### config.mk
export PLATFORM = sky130hd
export DESIGN_NAME = cadr_writeback_flat
export DESIGN_NICKNAME = d
export VERILOG_FILES = /design/src/hdl/cadr_pkg.sv /design/src/hdl/cadr_wb_if.sv /design/src/hdl/cadr_writeback.sv /design/src/flat_wrapper.sv
export SDC_FILE = /design/constraint.sdc
export NUM_CORES = 2
export LEC_CHECK = 0
export CORE_ASPECT_RATIO = 0.9
export CORE_MARGIN = 5
export CORE_UTILIZATION = 50
export CTS_CLUSTER_DIAMETER = 30
export CTS_CLUSTER_SIZE = 12
export DETAILED_ROUTE_END_ITERATION = 6
export DONT_BUFFER_PORTS = 1
export HOLD_SLACK_MARGIN = 0.03
export PLACE_DENSITY = 0.72
export RECOVER_POWER = 100
export SLEW_MARGIN = 20
export SYNTH_ARGS = -nofsm -noshare
export SYNTH_HDL_FRONTEND = slang
export SYNTH_SLANG_ARGS = --single-unit
### constraint.sdc
create_clock -name clk -period 3 [get_ports clk]
set_input_delay 0.45 -clock clk [delete_from_list [all_inputs] [get_ports clk]]
set_output_delay 0.45 -clock clk [all_outputs]
set_load 0.05 [all_outputs]
### src/hdl/cadr_pkg.sv
// Datapath widths, microinstruction field positions, opcode/ALU/jump/state enums
`default_nettype none

package cadr_pkg;

   //////////////////////////////
   // Widths
   //////////////////////////////
   parameter int DATA_W  = 32;              // Datapath word
   parameter int UPC_W   = 8;               // Default micro-PC width
   parameter int AMEM_AW = 6;               // 64 A-memory words
   parameter int MMEM_AW = 5;               // 32 M-memory words
   parameter int UINST_W = 40;              // Control memory word
   parameter int SHIFT_W = 5;               // Rotate count and mask width fields

   //////////////////////////////
   // Microinstruction layout
   //////////////////////////////
   parameter int OP_LO       = 0;
   parameter int OP_HI       = 1;
   parameter int ALUF_LO     = 2;
   parameter int ALUF_HI     = 4;
   parameter int JCOND_LO    = 5;
   parameter int JCOND_HI    = 6;
   parameter int M_IS_MD_BIT = 7;           // M source is md, not M-memory
   parameter int MADR_LO     = 8;
   parameter int MADR_HI     = 12;
   parameter int AADR_LO     = 13;
   parameter int AADR_HI     = 18;
   parameter int DEST_M_BIT  = 19;          // Write M-memory too
   parameter int DEST_LO     = 20;
   parameter int DEST_HI     = 25;
   parameter int ROT_LO      = 26;
   parameter int ROT_HI      = 30;
   parameter int WIDTH_LO    = 31;          // Byte width minus 1
   parameter int WIDTH_HI    = 35;
   parameter int JUMP_LO     = 20;          // Jump target overlays DEST and ROT
   parameter int JUMP_HI     = 30;
   parameter int JUMP_W      = JUMP_HI - JUMP_LO + 1;

   //////////////////////////////
   // Enums
   //////////////////////////////
   typedef enum logic [1:0] {
      OP_ALU  = 2'd0,
      OP_BYTE = 2'd1,                       // Rotate and mask
      OP_JUMP = 2'd2,
      OP_NOP  = 2'd3
   } uop_t;

   typedef enum logic [2:0] {
      ALU_ADD  = 3'd0,
      ALU_SUB  = 3'd1,                      // a minus m
      ALU_AND  = 3'd2,
      ALU_OR   = 3'd3,
      ALU_XOR  = 3'd4,
      ALU_SETA = 3'd5,
      ALU_SETM = 3'd6,
      ALU_INCM = 3'd7
   } aluf_t;

   typedef enum logic [1:0] {
      J_ALWAYS = 2'd0,
      J_EQ     = 2'd1,                      // a equals m
      J_LT     = 2'd2,                      // a below m, unsigned
      J_NEVER  = 2'd3
   } jcond_t;

   typedef enum logic [2:0] {
      ST_RESET  = 3'd0,
      ST_DECODE = 3'd1,
      ST_READ   = 3'd2,
      ST_ALU    = 3'd3,
      ST_WRITE  = 3'd4,
      ST_FETCH  = 3'd5
   } mstate_t;

endpackage

`default_nettype wire

### src/hdl/cadr_wb_if.sv
// Scratchpad read address/data and write-back bundle between execute and writeback
`timescale 1ns/1ps
`default_nettype none

interface cadr_wb_if;
   // Read side, data one cycle after address
   logic [cadr_pkg::AMEM_AW-1:0]  rd_aadr;
   logic [cadr_pkg::MMEM_AW-1:0]  rd_madr;
   logic [cadr_pkg::DATA_W-1:0]   a_data;
   logic [cadr_pkg::DATA_W-1:0]   m_data;

   // Write side, single-cycle pulse in WRITE
   logic                          wr_en;
   logic [cadr_pkg::AMEM_AW-1:0]  wr_dest;
   logic                          wr_dest_m;     // M write, mirrored into A
   logic [cadr_pkg::DATA_W-1:0]   wr_data;

   modport execute (
      output rd_aadr, rd_madr, wr_en, wr_dest, wr_dest_m, wr_data,
      input  a_data, m_data
   );

   modport store (
      input  rd_aadr, rd_madr, wr_en, wr_dest, wr_dest_m, wr_data,
      output a_data, m_data
   );
endinterface

`default_nettype wire

### src/hdl/cadr_writeback.sv
// A-memory and M-memory scratchpads, registered read ports and write-back
`timescale 1ns/1ps
`default_nettype none

module cadr_writeback (
   input  wire logic  clk,
   input  wire logic  reset,
   cadr_wb_if.store   wb
);

   localparam int A_WORDS = 2**cadr_pkg::AMEM_AW;
   localparam int M_WORDS = 2**cadr_pkg::MMEM_AW;

   logic [cadr_pkg::DATA_W-1:0]  a_mem [0:A_WORDS-1];      // A scratchpad
   logic [cadr_pkg::DATA_W-1:0]  m_mem [0:M_WORDS-1];      // M scratchpad
   logic [cadr_pkg::MMEM_AW-1:0] m_wadr;
   logic [cadr_pkg::AMEM_AW-1:0] a_wadr;

   //////////////////////////////
   // Write addresses
   //////////////////////////////
   assign m_wadr = wb.wr_dest[cadr_pkg::MMEM_AW-1:0];

   // M writes land in the low A words at the same address
   assign a_wadr = wb.wr_dest_m ?
                   {{(cadr_pkg::AMEM_AW - cadr_pkg::MMEM_AW){1'b0}}, m_wadr} :
                   wb.wr_dest;

   //////////////////////////////
   // Write port and clear
   //////////////////////////////
   always_ff @(posedge clk) begin
      if (reset) begin
         for (int i = 0; i < A_WORDS; i++) begin
            a_mem[i] <= '0;                               // Whole array in one cycle
         end
         for (int j = 0; j < M_WORDS; j++) begin
            m_mem[j] <= '0;
         end
      end else if (wb.wr_en) begin
         a_mem[a_wadr] <= wb.wr_data;
         if (wb.wr_dest_m) begin
            m_mem[m_wadr] <= wb.wr_data;                  // Mirror copy
         end
      end
   end

   //////////////////////////////
   // Read ports
   //////////////////////////////
   // Sampled every cycle, data is good in ALU after READ
   always_ff @(posedge clk) begin
      wb.a_data <= a_mem[wb.rd_aadr];
      wb.m_data <= m_mem[wb.rd_madr];
   end

endmodule

`default_nettype wire

### src/flat_wrapper.sv
// flat-port wrapper written by rule: the top's interface ports become plain ports
module cadr_writeback_flat 
  (clk, reset, wb_rd_aadr, wb_rd_madr, wb_wr_en, wb_wr_dest, wb_wr_dest_m, wb_wr_data, wb_a_data, wb_m_data);
  cadr_wb_if wb_i ();
  input  wire logic clk;
  input  wire logic reset;
  input wire logic [$bits(wb_i.rd_aadr)-1:0] wb_rd_aadr;
  input wire logic [$bits(wb_i.rd_madr)-1:0] wb_rd_madr;
  input wire logic [$bits(wb_i.wr_en)-1:0] wb_wr_en;
  input wire logic [$bits(wb_i.wr_dest)-1:0] wb_wr_dest;
  input wire logic [$bits(wb_i.wr_dest_m)-1:0] wb_wr_dest_m;
  input wire logic [$bits(wb_i.wr_data)-1:0] wb_wr_data;
  output wire logic [$bits(wb_i.a_data)-1:0] wb_a_data;
  output wire logic [$bits(wb_i.m_data)-1:0] wb_m_data;
  assign wb_i.rd_aadr = wb_rd_aadr;
  assign wb_i.rd_madr = wb_rd_madr;
  assign wb_i.wr_en = wb_wr_en;
  assign wb_i.wr_dest = wb_wr_dest;
  assign wb_i.wr_dest_m = wb_wr_dest_m;
  assign wb_i.wr_data = wb_wr_data;
  assign wb_a_data = wb_i.a_data;
  assign wb_m_data = wb_i.m_data;
  cadr_writeback u_core (.clk(clk), .reset(reset), .wb(wb_i));
endmodule
# == Word level (Yosys, flattened, before mapping) ==
# Memory sizes are Yosys's and may differ from the RTL's. A register that Yosys moved wholly into a read port is not among the register bits.
# Index checks and enable logic that the tools add are counted.
# totals
register_bits,0
latch_bits,0
mem_bits_rw,3072
rom_bits,0
out_inout_bits,64
word_cells,20
n_memories,2
# mem_list
name,words,word_bits,read_ports,rd_ports_with_merged_regs,write_ports,line,text
u_core.a_mem,64,32,1,1,64,cadr_writeback.sv:14,logic [cadr_pkg::DATA_W-1:0] a_mem [0:A_WORDS-1];
u_core.m_mem,32,32,1,1,32,cadr_writeback.sv:15,logic [cadr_pkg::DATA_W-1:0] m_mem [0:M_WORDS-1];
# classes
add_sub_neg,0
n_mul,0
n_div,0
order_cmp,0
eq_ne,0
shifts,0
mux,16
n_bitwise,0
n_reduce_logical,2
# ops
operator,count
$mux 32,2
$reduce_or 32->1,2
$mux 6,2
$mux 1,11
$mux 5,1

# == Longest topological paths before layout ==
# logic_depth
ltp_word,6
depth_mapped,10
mapped_depth_nobuf,5

# == Worst setup path before layout ==
# No wires, ideal clock.
# synth_path
path_type,input-to-reg
from,input port wb_rd_madr[0]
to,"register u_core.wb.m_data[10], read port of u_core.m_mem"
setup_time_ps,121
arrival_time_ps,2371
required_time_ps,2879
path_slack_ps,508
path_stages,5
n_path_buf,2
cell_sequence,buf_2 clkbuf_1 mux4_2 mux4_2 mux2_2
# synth_lines
element,line,text
from (decl),flat_wrapper.sv:8,input wire logic [$bits(wb_i.rd_madr)-1:0] wb_rd_madr;
to (decl),cadr_wb_if.sv:25,"output a_data, m_data"

==> flow_summary.json <==
{
  "port_buffers": 0,
  "path_cells": "nor2b_1 > nor2b_1 > nand2_1 > clkbuf_1 > nor2_1 > or2_2 > clkbuf_2",
  "synth.top_cell.area_share": 0.660,
  "setup_viol": 391,
  "hold_slack_ns": 0.0636,
  "slew_headroom": -0.633,
  "drcViolationCount": 0,
  "crit_required_ns": 3.50,
  "cts_sinks": 3136,
  "yosysSeqAreaShare": 0.669,
  "cp_max_fo": 22,
  "synth.largest_area_cell": "edfxtp_1",
  "fp.dieH_microns": 512,
  "grt-ovfl-total": 0,
  "routabilityCongestion": 0.835,
  "violations": "capacitance limit, slew limit, setup timing",
  "async_flop_share": 0,
  "period_minus_slack_ns": 3.21,
  "critical_path_arrival_ns": 3.71,
  "avgSynthCellArea_sq_um": 16.2,
  "dr.pass1.iters": 6,
  "synth_common_cells": "and2_1, edfxtp_1, mux4_2, clkbuf_1, nor2_1",
  "cp_common_cell": "nor2b_1",
  "grt_max_degree": 465,
  "netlist_area_sq_mm": 0.140,
  "synthToLayoutAreaGrowth_pct": 17.8,
  "ys_ff_latch": 3136,
  "synth_edf_count": 3072,
  "rsz0062_at_grt": "false",
  "setup_tns_ns": -24.56,
  "fmax_mhz": 312,
  "yosys-top-cells-area": "edfxtp_1, and2_1, mux4_2, clkbuf_1, dfxtp_1",
  "hold_viol_final": 0,
  "ios": 117,
  "layout.nets": 8948,
  "crit_family": "buffers and inverters",
  "initial_core_util": 0.501,
  "cts_buffers": 579,
  "h-tree-depth": 6,
  "hp-class": "input port to flop",
  "max_stage_delay_ns": 1.57,
  "end_kind": "flop",
  "post-dp-hpwl_mm": 218,
  "place_area_sq_mm": 0.145,
  "leakage_uw": 0.0563,
  "wirelength_mm": 424,
  "report.final.slew_viol_count": 1359,
  "nFillCells": 19800,
  "yosysWarnings": 0,
  "drv_cap": 52,
  "synth.distinct_cells": 37,
  "root_buffer": "clkbuf_16",
  "antenna_found_initial": 41,
  "tightest_slew_ns": 2.45,
  "grt_util_all_layers": 0.282,
  "layout-drive-gt1-share": 0.235,
  "detail_route.wl_per_cell_microns": 32.4,
  "min_period_over_period": 1.07,
  "cp-start-kind": "input port",
  "grt_pass1_vias": 81500,
  "netlist_instances": 8651,
  "synth_nets": 8704,
  "powerDensity_mw_per_mm2": 746,
  "clk_latency_ns": 0.99,
  "outcome": "finished with violations",
  "synth.most_common_cell": "and2_1",
  "synth-main-ff-cell": "edfxtp_1",
  "skew_ns": 0.0536,
  "detail-route-antenna-nets": 0,
  "fin_ws_ns": -0.210,
  "num_vias": 81900,
  "clkTransAtPathRegs_ns": 0.05,
  "die-area_sq_mm": 0.290,
  "crit_buf_inv": 2,
  "tritoncts": "built",
  "fp.dieW_microns": 567,
  "vdd_ir_drop_max_uv": 628,
  "grt_pass1_wl_mm": 591,
  "core_area_sq_mm": 0.279,
  "cts_buffer_depth": 4,
  "critPathSlowestCell": "clkbuf_1",
  "drt_iter0_drc": 12200,
  "fp-row-count": 184,
  "viasPerCell": 6.25,
  "path_class": "input port to flop",
  "stdcell_area_sq_mm": 0.165
}
==> kinds of logic after synthesis <==
logic type	synth area share
buffers and inverters	0.0253
AO/OA/AOI/OAI	0.0124
AND/OR/NAND/NOR	0.151
multiplexers	0.142
flip-flops	0.669
==> registers in the layout (all words and copies together), names as in the netlist <==
register and cells:
u_core.m_mem 1024, u_core.wb.a_data 32, u_core.a_mem 2048, u_core.wb.m_data 32
==> worst register-to-register path, cell delays in order (launching register included) <==
cell	delay, ns
edfxtp_1	0.39
mux4_2	0.51
mux4_2	0.52
nor3_2	0.70
a211oi_1	0.14
dlygate4sd3_1	0.61
==> worst paths after layout <==
kind                              from                    to  slack (ns)  depth (start not counted)
setup / recovery              wb_wr_en   u_core.a_mem[50][3]       -0.21                          7
hold / removal           wb_wr_data[4]   u_core.m_mem[21][4]        0.06                          2
setup reg to reg    u_core.a_mem[4][6]   u_core.wb.a_data[6]        0.01                          5
hold reg to reg   u_core.a_mem[36][26]  u_core.wb.a_data[26]        0.89                          5
==> metrics by stage <==
step	total power (uW)	worst slack, ns	utilization	std cells
finish	123000	-0.210	0.591	13100
global route	126000	0.0201	0.591	13100
CTS	123000	0.152	0.596	13000
detailed placement	58500	-0.281	0.521	11900
global placement	58200	-1.36	0.521	11900
floorplan	56400	0.508	-	8651
==> cell type report <==
class                      instances  area (sq um)  area share
antenna                           30          75.1    0.000456
timing repair buffer             537          4550      0.0276
sequential                      3136         93500       0.568
tap                             3720          4650      0.0283
clock inverter                   349          3790      0.0230
multi-input combinational       4641         42900       0.260
clock buffer                     677         15200      0.0926
==> timing repair <==
action / CTS / global route
hold endpoints to repair: 3760 / 0
buffers inserted: 0 / 0
setup endpoints to repair: 0 / 32
gates resized for setup: 0 / 3
hold buffers: 93 / 0
==> routing by layer <==
layer  part of all wire  global-route usage  vias to the layer above
met5            0.00024                   0                        -
met4              0.047               0.110                       18
met3               0.15              0.0914                     1077
met2               0.45               0.425                     6106
met1               0.35               0.385                    42100
li1                   -                   -                    32600
==> placed cells by master (no fill, tap or decap), types with 24 or more instances in the layout <==
cell type and instances:
and2_1 1718, or2_2 82, buf_4 108, dfxtp_1 64
clkbuf_2 139, dlygate4sd3_1 51, clkbuf_1 217, nor2_1 104
clkinv_2 94, clkinv_1 88, nand2_1 45, and2_0 1359
edfxtp_1 3072, mux2i_1 57, o21ai_0 31, o22ai_1 129
nor2_2 31, clkbuf_16 602, diode_2 30, mux4_2 838
buf_16 48, mux2_1 24, clkinvlp_4 42, bufinv_16 63
==> power breakdown <==
group / leakage, uW / switching (uW) / internal, uW
registers: 0.0297 / 1370 / 50500
clock network: 0.00924 / 21800 / 41700
logic: 0.0173 / 4640 / 2830
No activity file was read; power rests on OpenSTA's default activity.
