File: src/hdl/cadr_pkg.sv
// Datapath widths, microinstruction field positions, opcode/ALU/jump/state enums
`default_nettype none

package cadr_pkg;

   //////////////////////////////
   // Widths
   //////////////////////////////
   parameter int DATA_W  = 32;              // Datapath word
   parameter int UPC_W   = 8;               // Default micro-PC width
   parameter int AMEM_AW = 6;               // 64 A-memory words
   parameter int MMEM_AW = 5;               // 32 M-memory words
   parameter int UINST_W = 40;              // Control memory word
   parameter int SHIFT_W = 5;               // Rotate count and mask width fields

   //////////////////////////////
   // Microinstruction layout
   //////////////////////////////
   parameter int OP_LO       = 0;
   parameter int OP_HI       = 1;
   parameter int ALUF_LO     = 2;
   parameter int ALUF_HI     = 4;
   parameter int JCOND_LO    = 5;
   parameter int JCOND_HI    = 6;
   parameter int M_IS_MD_BIT = 7;           // M source is md, not M-memory
   parameter int MADR_LO     = 8;
   parameter int MADR_HI     = 12;
   parameter int AADR_LO     = 13;
   parameter int AADR_HI     = 18;
   parameter int DEST_M_BIT  = 19;          // Write M-memory too
   parameter int DEST_LO     = 20;
   parameter int DEST_HI     = 25;
   parameter int ROT_LO      = 26;
   parameter int ROT_HI      = 30;
   parameter int WIDTH_LO    = 31;          // Byte width minus 1
   parameter int WIDTH_HI    = 35;
   parameter int JUMP_LO     = 20;          // Jump target overlays DEST and ROT
   parameter int JUMP_HI     = 30;
   parameter int JUMP_W      = JUMP_HI - JUMP_LO + 1;

   //////////////////////////////
   // Enums
   //////////////////////////////
   typedef enum logic [1:0] {
      OP_ALU  = 2'd0,
      OP_BYTE = 2'd1,                       // Rotate and mask
      OP_JUMP = 2'd2,
      OP_NOP  = 2'd3
   } uop_t;

   typedef enum logic [2:0] {
      ALU_ADD  = 3'd0,
      ALU_SUB  = 3'd1,                      // a minus m
      ALU_AND  = 3'd2,
      ALU_OR   = 3'd3,
      ALU_XOR  = 3'd4,
      ALU_SETA = 3'd5,
      ALU_SETM = 3'd6,
      ALU_INCM = 3'd7
   } aluf_t;

   typedef enum logic [1:0] {
      J_ALWAYS = 2'd0,
      J_EQ     = 2'd1,                      // a equals m
      J_LT     = 2'd2,                      // a below m, unsigned
      J_NEVER  = 2'd3
   } jcond_t;

   typedef enum logic [2:0] {
      ST_RESET  = 3'd0,
      ST_DECODE = 3'd1,
      ST_READ   = 3'd2,
      ST_ALU    = 3'd3,
      ST_WRITE  = 3'd4,
      ST_FETCH  = 3'd5
   } mstate_t;

endpackage

`default_nettype wire

File: src/hdl/cadr_micro_if.sv
// Decoded microinstruction field bundle with producer and consumer modports
`timescale 1ns/1ps
`default_nettype none

interface cadr_micro_if;
   cadr_pkg::uop_t                   op;           // Instruction class
   cadr_pkg::aluf_t                  aluf;
   cadr_pkg::jcond_t                 jcond;
   logic                             m_is_md;      // Take M from md
   logic [cadr_pkg::AMEM_AW-1:0]     aadr;         // A source
   logic [cadr_pkg::MMEM_AW-1:0]     madr;         // M source
   logic [cadr_pkg::AMEM_AW-1:0]     dest;
   logic                             dest_m;       // Also write M-memory
   logic [cadr_pkg::SHIFT_W-1:0]     rot;          // Left rotate count
   logic [cadr_pkg::SHIFT_W-1:0]     width;        // Mask width minus 1
   logic [cadr_pkg::JUMP_W-1:0]      jump_target;  // Zero above micro-PC width

   modport producer (
      output op, aluf, jcond, m_is_md, aadr, madr, dest, dest_m, rot, width,
             jump_target
   );

   modport consumer (
      input  op, aluf, jcond, m_is_md, aadr, madr, dest, dest_m, rot, width,
             jump_target
   );
endinterface

`default_nettype wire

File: src/hdl/cadr_decode.sv
// Instruction register and microinstruction field decode
`timescale 1ns/1ps
`default_nettype none

module cadr_decode #(
   parameter int UPC_W = cadr_pkg::UPC_W
) (
   input  wire logic                         clk,
   input  wire logic                         reset,
   input  wire cadr_pkg::mstate_t            state,
   input  wire logic [cadr_pkg::UINST_W-1:0] uinst,   // Control memory word
   cadr_micro_if.producer                    mi
);

   logic [cadr_pkg::UINST_W-1:0] ir;                  // Instruction register

   //////////////////////////////
   // Instruction register
   //////////////////////////////
   always_ff @(posedge clk) begin
      if (reset) begin
         ir                                <= '0;
         ir[cadr_pkg::OP_HI:cadr_pkg::OP_LO] <= cadr_pkg::OP_NOP;  // Idle word
      end else if (state == cadr_pkg::ST_FETCH) begin
         ir <= uinst;                                 // Held until next FETCH
      end
   end

   //////////////////////////////
   // Field slicing
   //////////////////////////////
   always_comb begin
      mi.op      = cadr_pkg::uop_t'(ir[cadr_pkg::OP_HI:cadr_pkg::OP_LO]);
      mi.aluf    = cadr_pkg::aluf_t'(ir[cadr_pkg::ALUF_HI:cadr_pkg::ALUF_LO]);
      mi.jcond   = cadr_pkg::jcond_t'(ir[cadr_pkg::JCOND_HI:cadr_pkg::JCOND_LO]);
      mi.m_is_md = ir[cadr_pkg::M_IS_MD_BIT];
   end

   // Scratchpad addresses, stable from READ onward
   always_comb begin
      mi.madr   = ir[cadr_pkg::MADR_HI:cadr_pkg::MADR_LO];
      mi.aadr   = ir[cadr_pkg::AADR_HI:cadr_pkg::AADR_LO];
      mi.dest   = ir[cadr_pkg::DEST_HI:cadr_pkg::DEST_LO];
      mi.dest_m = ir[cadr_pkg::DEST_M_BIT];
   end

   // Byte extract controls
   always_comb begin
      mi.rot   = ir[cadr_pkg::ROT_HI:cadr_pkg::ROT_LO];
      mi.width = ir[cadr_pkg::WIDTH_HI:cadr_pkg::WIDTH_LO];
   end

   // Jump target, low micro-PC bits of the DEST/ROT overlay
   always_comb begin
      mi.jump_target = {{(cadr_pkg::JUMP_W - UPC_W){1'b0}},
                        ir[cadr_pkg::JUMP_LO +: UPC_W]};
   end

endmodule

`default_nettype wire

File: src/flat_wrapper.sv
// flat-port wrapper written by rule: the top's interface ports become plain ports
module cadr_decode_flat 
#(
   parameter int UPC_W = cadr_pkg::UPC_W
)
  (clk, reset, state, uinst, mi_op, mi_aluf, mi_jcond, mi_m_is_md, mi_aadr, mi_madr, mi_dest, mi_dest_m, mi_rot, mi_width, mi_jump_target);
  cadr_micro_if mi_i ();
  input  wire logic clk;
  input  wire logic reset;
  input  wire cadr_pkg::mstate_t state;
  input  wire logic [cadr_pkg::UINST_W-1:0] uinst;
  output wire logic [$bits(mi_i.op)-1:0] mi_op;
  output wire logic [$bits(mi_i.aluf)-1:0] mi_aluf;
  output wire logic [$bits(mi_i.jcond)-1:0] mi_jcond;
  output wire logic [$bits(mi_i.m_is_md)-1:0] mi_m_is_md;
  output wire logic [$bits(mi_i.aadr)-1:0] mi_aadr;
  output wire logic [$bits(mi_i.madr)-1:0] mi_madr;
  output wire logic [$bits(mi_i.dest)-1:0] mi_dest;
  output wire logic [$bits(mi_i.dest_m)-1:0] mi_dest_m;
  output wire logic [$bits(mi_i.rot)-1:0] mi_rot;
  output wire logic [$bits(mi_i.width)-1:0] mi_width;
  output wire logic [$bits(mi_i.jump_target)-1:0] mi_jump_target;
  assign mi_op = mi_i.op;
  assign mi_aluf = mi_i.aluf;
  assign mi_jcond = mi_i.jcond;
  assign mi_m_is_md = mi_i.m_is_md;
  assign mi_aadr = mi_i.aadr;
  assign mi_madr = mi_i.madr;
  assign mi_dest = mi_i.dest;
  assign mi_dest_m = mi_i.dest_m;
  assign mi_rot = mi_i.rot;
  assign mi_width = mi_i.width;
  assign mi_jump_target = mi_i.jump_target;
  cadr_decode #(.UPC_W(UPC_W)) u_core (.clk(clk), .reset(reset), .state(state), .uinst(uinst), .mi(mi_i));
endmodule
File: config.mk
export PLATFORM = sky130hd
export DESIGN_NAME = cadr_decode_flat
export DESIGN_NICKNAME = d
export VERILOG_FILES = /design/src/hdl/cadr_pkg.sv /design/src/hdl/cadr_micro_if.sv /design/src/hdl/cadr_decode.sv /design/src/flat_wrapper.sv
export SDC_FILE = /design/constraint.sdc
export NUM_CORES = 1
export LEC_CHECK = 0
export BUFFER_PORTS_ARGS = -buffer_cell sky130_fd_sc_hd__buf_2
export CAP_MARGIN = 20
export CORE_ASPECT_RATIO = 0.9
export CORE_MARGIN = 3
export CORE_UTILIZATION = 40
export CTS_BUF_LIST = sky130_fd_sc_hd__clkbuf_8
export CTS_CLUSTER_SIZE = 20
export DETAILED_ROUTE_END_ITERATION = 8
export PLACE_DENSITY = 0.7
export SYNTH_ARGS = -nofsm -noshare
export SYNTH_HDL_FRONTEND = slang
export SYNTH_SLANG_ARGS = --single-unit
File: constraint.sdc
create_clock -name clk -period 0.95 [get_ports clk]
set_input_delay 0.1425 -clock clk [delete_from_list [all_inputs] [get_ports clk]]
set_output_delay 0.1425 -clock clk [all_outputs]
set_load 0.05 [all_outputs]
### Word level (Yosys, flattened, before mapping)

Cells that the tools add are included.
Widths: inputs -> output; s select.

* flip-flop bits (word level): 36
* input port bits: 45
* output and inout bits: 47
* word-level logic and storage cells: 2

* equal/unequal tests: 1

Operators by type and width (number)
* $eq 3x3->1 const B: 1

### Longest topological paths before layout

Gate-level depths: netlist of run 1.

* depth in word-level cells: 1
* gate-level depth with buffers: 4
* gate-level depth less buffers: 2

### Worst setup path after synthesis of run 1

Ideal clock, no wire load.

* kind: register to output
* start: register u_core.ir[20] (netlist bit)
* end: output port mi_jump_target[0]
* data arrival time: 914 ps
* data required time: 808 ps
* setup slack: -106 ps
* cell stages (with the launch flop): 2
* buffers on the path: 1
* path through: dfxtp_1 buf_4

RTL lines
* from (decl): line cadr_decode.sv:15 `logic [cadr_pkg::UINST_W-1:0] ir;`
* from (signal, indexed assignment): line cadr_decode.sv:23 `ir[cadr_pkg::OP_HI:cadr_pkg::OP_LO] <= cadr_pkg::OP_NOP;`
* from (signal assigned): line cadr_decode.sv:25 `ir <= uinst;`
* to (decl): line flat_wrapper.sv:22 `output wire logic [$bits(mi_i.jump_target)-1:0] mi_jump_target;`

No word-level cell between the ends.

### Final worst setup path of run 1

* start: register u_core.ir[24] (netlist bit)
* end: output port mi_jump_target[4]

No word-level cell between the ends.

==> results of run 1 <==
==> cells by family after synthesis <==
group	share of synthesized area, %
DFF	41.9
muxes	21.0
other	0.218
buffers and inverters	10.8
and+or+nand+nor	26.1
==> cells in the mapped netlist <==
master | number | share of area (%)
sky130_fd_sc_hd__dfxtp_1 | 36 | 42
sky130_fd_sc_hd__buf_2 | 1 | 0.29
sky130_fd_sc_hd__mux2i_1 | 36 | 21
sky130_fd_sc_hd__buf_4 | 11 | 4.8
sky130_fd_sc_hd__nor2_1 | 4 | 0.87
sky130_fd_sc_hd__clkbuf_1 | 7 | 1.5
sky130_fd_sc_hd__buf_6 | 1 | 0.65
sky130_fd_sc_hd__buf_12 | 3 | 3.5
sky130_fd_sc_hd__conb_1 | 1 | 0.22
sky130_fd_sc_hd__nand2b_1 | 68 | 25
sky130_fd_sc_hd__and3b_1 | 1 | 0.51
==> power breakdown <==
part | switching, mW | internal (mW)
sequential | 0.0460 | 1.56
combinational | 0.401 | 0.314
clock | 0.502 | 0.570
==> metrics by stage <==
step	TNS [ns]	hold WS (ns)
final	-0.0152	0.105
after detailed placement	-1.53	0.403
after global routing	-0.348	0.109
after CTS	-0.231	0.101
after global placement	-0.952	0.398
after floorplan	0	0.290
==> layout make-up <==
class	count	area, um2
tap	46	57.6
clock buffer	6	82.6
sequential	36	779
fill	316	1370
multi-input combinational	112	822
timing repair buffer	88	797
clock inverter	2	7.51
==> worst min path at each step <==
stage / start / to / slack [ns] / cells past startpoint
detailed placement: uinst[24] / u_core.ir[24] / 0.40 / 3
CTS: uinst[21] / u_core.ir[21] / 0.10 / 3
global placement: uinst[0] / u_core.ir[0] / 0.40 / 3
global route: uinst[2] / u_core.ir[2] / 0.11 / 3
floorplan: uinst[20] / u_core.ir[20] / 0.29 / 2
finish: uinst[21] / u_core.ir[21] / 0.10 / 3
==> routing by layer <==
| metal | up-vias | GRT usage (%) | wire length [um] |
|---|---|---|---|
| li1 | 669 | - | - |
| met1 | 610 | 16.2 | 1450 |
| met2 | 50 | 27.2 | 1930 |
| met3 | 4 | 5.58 | 292 |
| met4 | 0 | 5.33 | 35 |
| met5 | - | 0 | 0 |
==> what timing repair did <==
action                     CTS  global route
setup endpoints to repair   44            33
pin swaps                    0             0
gates resized for setup     88            42
==> results.toml, run 1 <==
[die]
floorplan.initialDensity_pct = 43.9
die_span_y_um = 68.2
die_x_um = 75.1
num_io_pins = 92
core_area_mm2 = 0.00392
dieArea_mm2 = 0.00512
std_cell_rows = 21

[worst_setup_path]
cp_top_family = "flip-flops"
setup_crit_start_kind = "register"
worst_setup_path_end_kind = "primary output"
timing.critical_path.required_ns = 0.81
ff2ff_path_depth = 2
worst_path_largest_cell_delay_ns = 0.34
crit_path_end = "mi_jump_target[4]"
path_buf_inv = 1
timing.critical_path.slowest_stage_cell = "sky130_fd_sc_hd__dfxtp_2"
cp_data_arrival_time_ns = 0.82
number_of_cells_on_the_critical_path = 1
crit_chain = "buf_4"
reg2reg_from = "u_core.ir[23]"
worstPathMaxFanout = 3
cp-startpoint = "u_core.ir[24]"
r2r_setup_slack_ns = 0.31
timing.rr.end = "u_core.ir[23]"
timing.setup.critical_path_class = "reg2out"

[layout]
registers.top_by_ff_count = "u_core.ir"
layout_commonest_cell = "sky130_fd_sc_hd__nand2b_1"
end_of_flow_core_utilization_pct = 65.0
final-instance-count-excl-fill = 290
insertedDiodeCount = 0
layout-drive-gt1-share_pct = 53.3
nets = 288
fin_area_mm2 = 0.00255
largest_register_ffs = 36
most-common-layout-cells = "sky130_fd_sc_hd__nand2b_1, sky130_fd_sc_hd__buf_2, sky130_fd_sc_hd__mux2i_1"
layout-area-overhead-vs-synth_pct = 48.1
reg.largest.list = "u_core.ir (36)"

[cts]
clock_tree.htree_level_count = 2
cts_hold_buf = 0
tritoncts = "built"
worstSkewPairLatency_ns = 0.28
clk_path_buf_depth = 2
clkSinkCount = 36
cts_made_buffers = 5
cts_setup_buffers = 0
clk_pin_slew_worst_paths_ns = 0.07
clockRootBuffer = "sky130_fd_sc_hd__clkbuf_8"

[sta]
final_period_minus_worst_setup_slack_ns = 0.958
min_setup_slack_post_route_ns = -0.00765
clock-skew-final_ns = 0
achievable-frequency_mhz = 1040
final-hold-violation-count = 0
setup-violations-final = 2
final_min_period_over_clock_period_pct = 101
final-max-slew-violation-count = 0
grt_setup_unrepaired = "yes"

[run]
maxCapViolations = 0

[power_and_ir_drop]
max_vdd_drop_mv = 0.898
power.density_mw_per_mm2 = 1330
total_leakage_power_nw = 1.08
report.power.total_mw = 3.39

[synth]
syn-instance-count = 169
synth-warning-count = 0
post_synth_num_cell_types = 11
synth-seq-cells = 36
cell_area_after_synthesis_mm2 = 0.00172
synthesis.area_per_instance_um2 = 10.2
synth.yosys.seq_area_share_pct = 41.9

[place]
post-dp-hpwl_um = 2400
dp_cells = 282
placed_cell_area_mm2 = 0.00210
dp_worst_setup_slack_ns = -0.102
place.gp.congestion = 0.680
port_buffers = 84

[grt]
first_global_vias = 1365
grt_first_pass_wirelength_um = 5840
groute.usage.overall_pct = 15.1
grt_max_degree = 73
grt_antenna_before_repair = 0
global_route.overflow_total = 0

[drt]
drt_drc_violations_left = 0
dr.first_iter.drc_count = 64
drtPass1Iterations = 4
drt_wl_total_um = 3710
antenna_viol_nets_final = 0
vias = 1333
post_drt_via_cell_ratio = 4.60
routedWlPerCell_um = 12.8

[status]
violations_in_the_final_reports = "negative setup slack"
run_status = "finished, violations left"

[worst_hold_path]
holdCritPathClass = "in2reg"
Note: power is estimated with default switching activity, not from simulation.
==> inputs of run 2 (changes only) <==
- SETUP_SLACK_MARGIN: default -> 0.5
==> run 2 against run 1 <==
Clock skew is the same. Largest power group unchanged. The flow now finishes without violations. Maximum frequency is 0.84% higher. Sequential power fell by 3%. Sequential cell count unchanged. Setup slack gained 0.0080 ns. Highest routed layer unchanged.
==> results.toml, run 2 (synthesis gave the netlist of run 1 again) <==
[worst_setup_path]
path_buf_inv = 1
cp_top_family = "flip-flops"
worst_setup_path_end_kind = "primary output"
crit_chain = "buf_8"
timing.critical_path.slowest_stage_cell = "sky130_fd_sc_hd__dfxtp_4"
number_of_cells_on_the_critical_path = 1
ff2ff_path_depth = 2
timing.setup.critical_path_class = "reg2out"
cp_data_arrival_time_ns = 0.81
timing.critical_path.required_ns = 0.81
worstPathMaxFanout = 3
setup_crit_start_kind = "register"
worst_path_largest_cell_delay_ns = 0.38

[drt]
met1Wirelength_um = 1670
met3_wirelength_um = 281
drt_drc_violations_left = 0
antenna_viol_nets_final = 0
routed-wl-met2_um = 2240
vias = 1393
routedWlPerCell_um = 14.0
dr.first_iter.drc_count = 37
top_signal_layer_used = "met4"
drt_wl_total_um = 4230
drtPass1Iterations = 4
post_drt_via_cell_ratio = 4.63

[die]
dieArea_mm2 = 0.00512
std_cell_rows = 21
num_io_pins = 92
core_area_mm2 = 0.00392
floorplan.initialDensity_pct = 43.9
die_span_y_um = 68.2
die_x_um = 75.1

[cts]
clkSinkCount = 36
cts_hold_buf = 0
clockRootBuffer = "sky130_fd_sc_hd__clkbuf_8"
worstSkewPairLatency_ns = 0.27
clock_tree.htree_level_count = 2
tritoncts = "built"
clk_pin_slew_worst_paths_ns = 0.07
cts_made_buffers = 5
clk_path_buf_depth = 2

[grt]
grt_first_pass_wirelength_um = 6620
groute.usage.overall_pct = 17.3
global_route.overflow_total = 0
first_global_vias = 1425
grt_max_degree = 73
grt_antenna_before_repair = 0

[power_and_ir_drop]
swShare_pct = 28.7
clock_power_share_pct = 29.0
cellInternalPower_mw = 2.40
comb_power_share_pct = 24.7
total_leakage_power_nw = 1.22
net-switching-power_uw = 966
power.density_mw_per_mm2 = 1150
pwr-share-seq_pct = 46.3
max_vdd_drop_mv = 0.720

[place]
port_buffers = 84
post-dp-hpwl_um = 2360
dp_worst_setup_slack_ns = -0.0897
placed_cell_area_mm2 = 0.00221
place.gp.congestion = 0.701
dp_cells = 282

[worst_hold_path]
holdCritPathClass = "in2reg"
min_delay_path_depth = 3

[status]
run_status = "finished clean"

[layout]
largest_register_ffs = 36
reg.largest.list = "u_core.ir (36)"
final-instance-count-excl-fill = 301
layout-area-overhead-vs-synth_pct = 70.5
insertedDiodeCount = 0
final.fill_count = 261
registers.top_by_ff_count = "u_core.ir"
most-common-layout-cells = "sky130_fd_sc_hd__nand2b_1, sky130_fd_sc_hd__buf_8, sky130_fd_sc_hd__buf_2"
fin_area_mm2 = 0.00293
nets = 299
layout_commonest_cell = "sky130_fd_sc_hd__nand2b_1"
layout-drive-gt1-share_pct = 55.3

[sta]
min_setup_slack_post_route_ns = 0.000304
grt_setup_unrepaired = "yes"
final-hold-violation-count = 0
final_period_minus_worst_setup_slack_ns = 0.950
final-max-slew-violation-count = 0
final_min_period_over_clock_period_pct = 100
achievable-frequency_mhz = 1050
setup-violations-final = 0
clock-skew-final_ns = 0
fin_setup_tns_ns = 0
fin_hold_ws_ns = 0.111

[run]
maxCapViolations = 0
run 2: cell types whose count changed in the layout (fill, tap and decap cells not counted), sizes merged:
cell / before / now
clkinv: 0 / 1
buf: 88 / 99
clkbuf: 6 / 5
run 2: metrics by stage:
stage / utilization (%) / total power [mW]
floorplan: - / 2.07
global placement: 56.5 / 2.18
detailed placement: 56.5 / 2.18
CTS: 73.9 / 3.38
global route: 74.8 / 3.52
finish: 74.8 / 3.36
run 2: layout make-up:
class / instances / area (um2) / share of cell area (%)
Clock buffer: 5 / 68.8 / 2.35
Sequential cell: 36 / 856 / 29.2
Multi-Input combinational cell: 112 / 822 / 28.1
Timing Repair Buffer: 99 / 1110 / 38.0
Tap cell: 46 / 57.6 / 1.96
Clock inverter: 3 / 11.3 / 0.384
run 2: power groups by stage:
stage	Combinational (mW)	Sequential [mW]	Clock [mW]
6_report	0.829	1.56	0.976
3_3_place_gp	0.621	1.56	0
2_1_floorplan	0.316	1.76	0
3_5_place_dp	0.624	1.56	0
4_1_cts	0.815	1.55	1.01
5_1_grt	0.878	1.56	1.08
run 2: repair_timing:
action / CTS / global route
setup endpoints to repair: 80 / 80
gates resized for setup: 141 / 4
gates cloned: 4 / 0
setup buffers: 4 / 3
run 2: routing by layer:
metal  vias up  GRT usage [%]
li1        698              -
met1       638           19.5
met2        52           30.8
met3         5           5.87
met4         0           4.67
met5         -              0
run 2: final timing paths:
check                     start             to  slack, ns
hold / removal         uinst[3]   u_core.ir[3]       0.11
setup / recovery  u_core.ir[24]     mi_dest[4]     0.0003
setup reg to reg  u_core.ir[24]  u_core.ir[24]       0.22
hold reg to reg   u_core.ir[10]  u_core.ir[10]       0.50
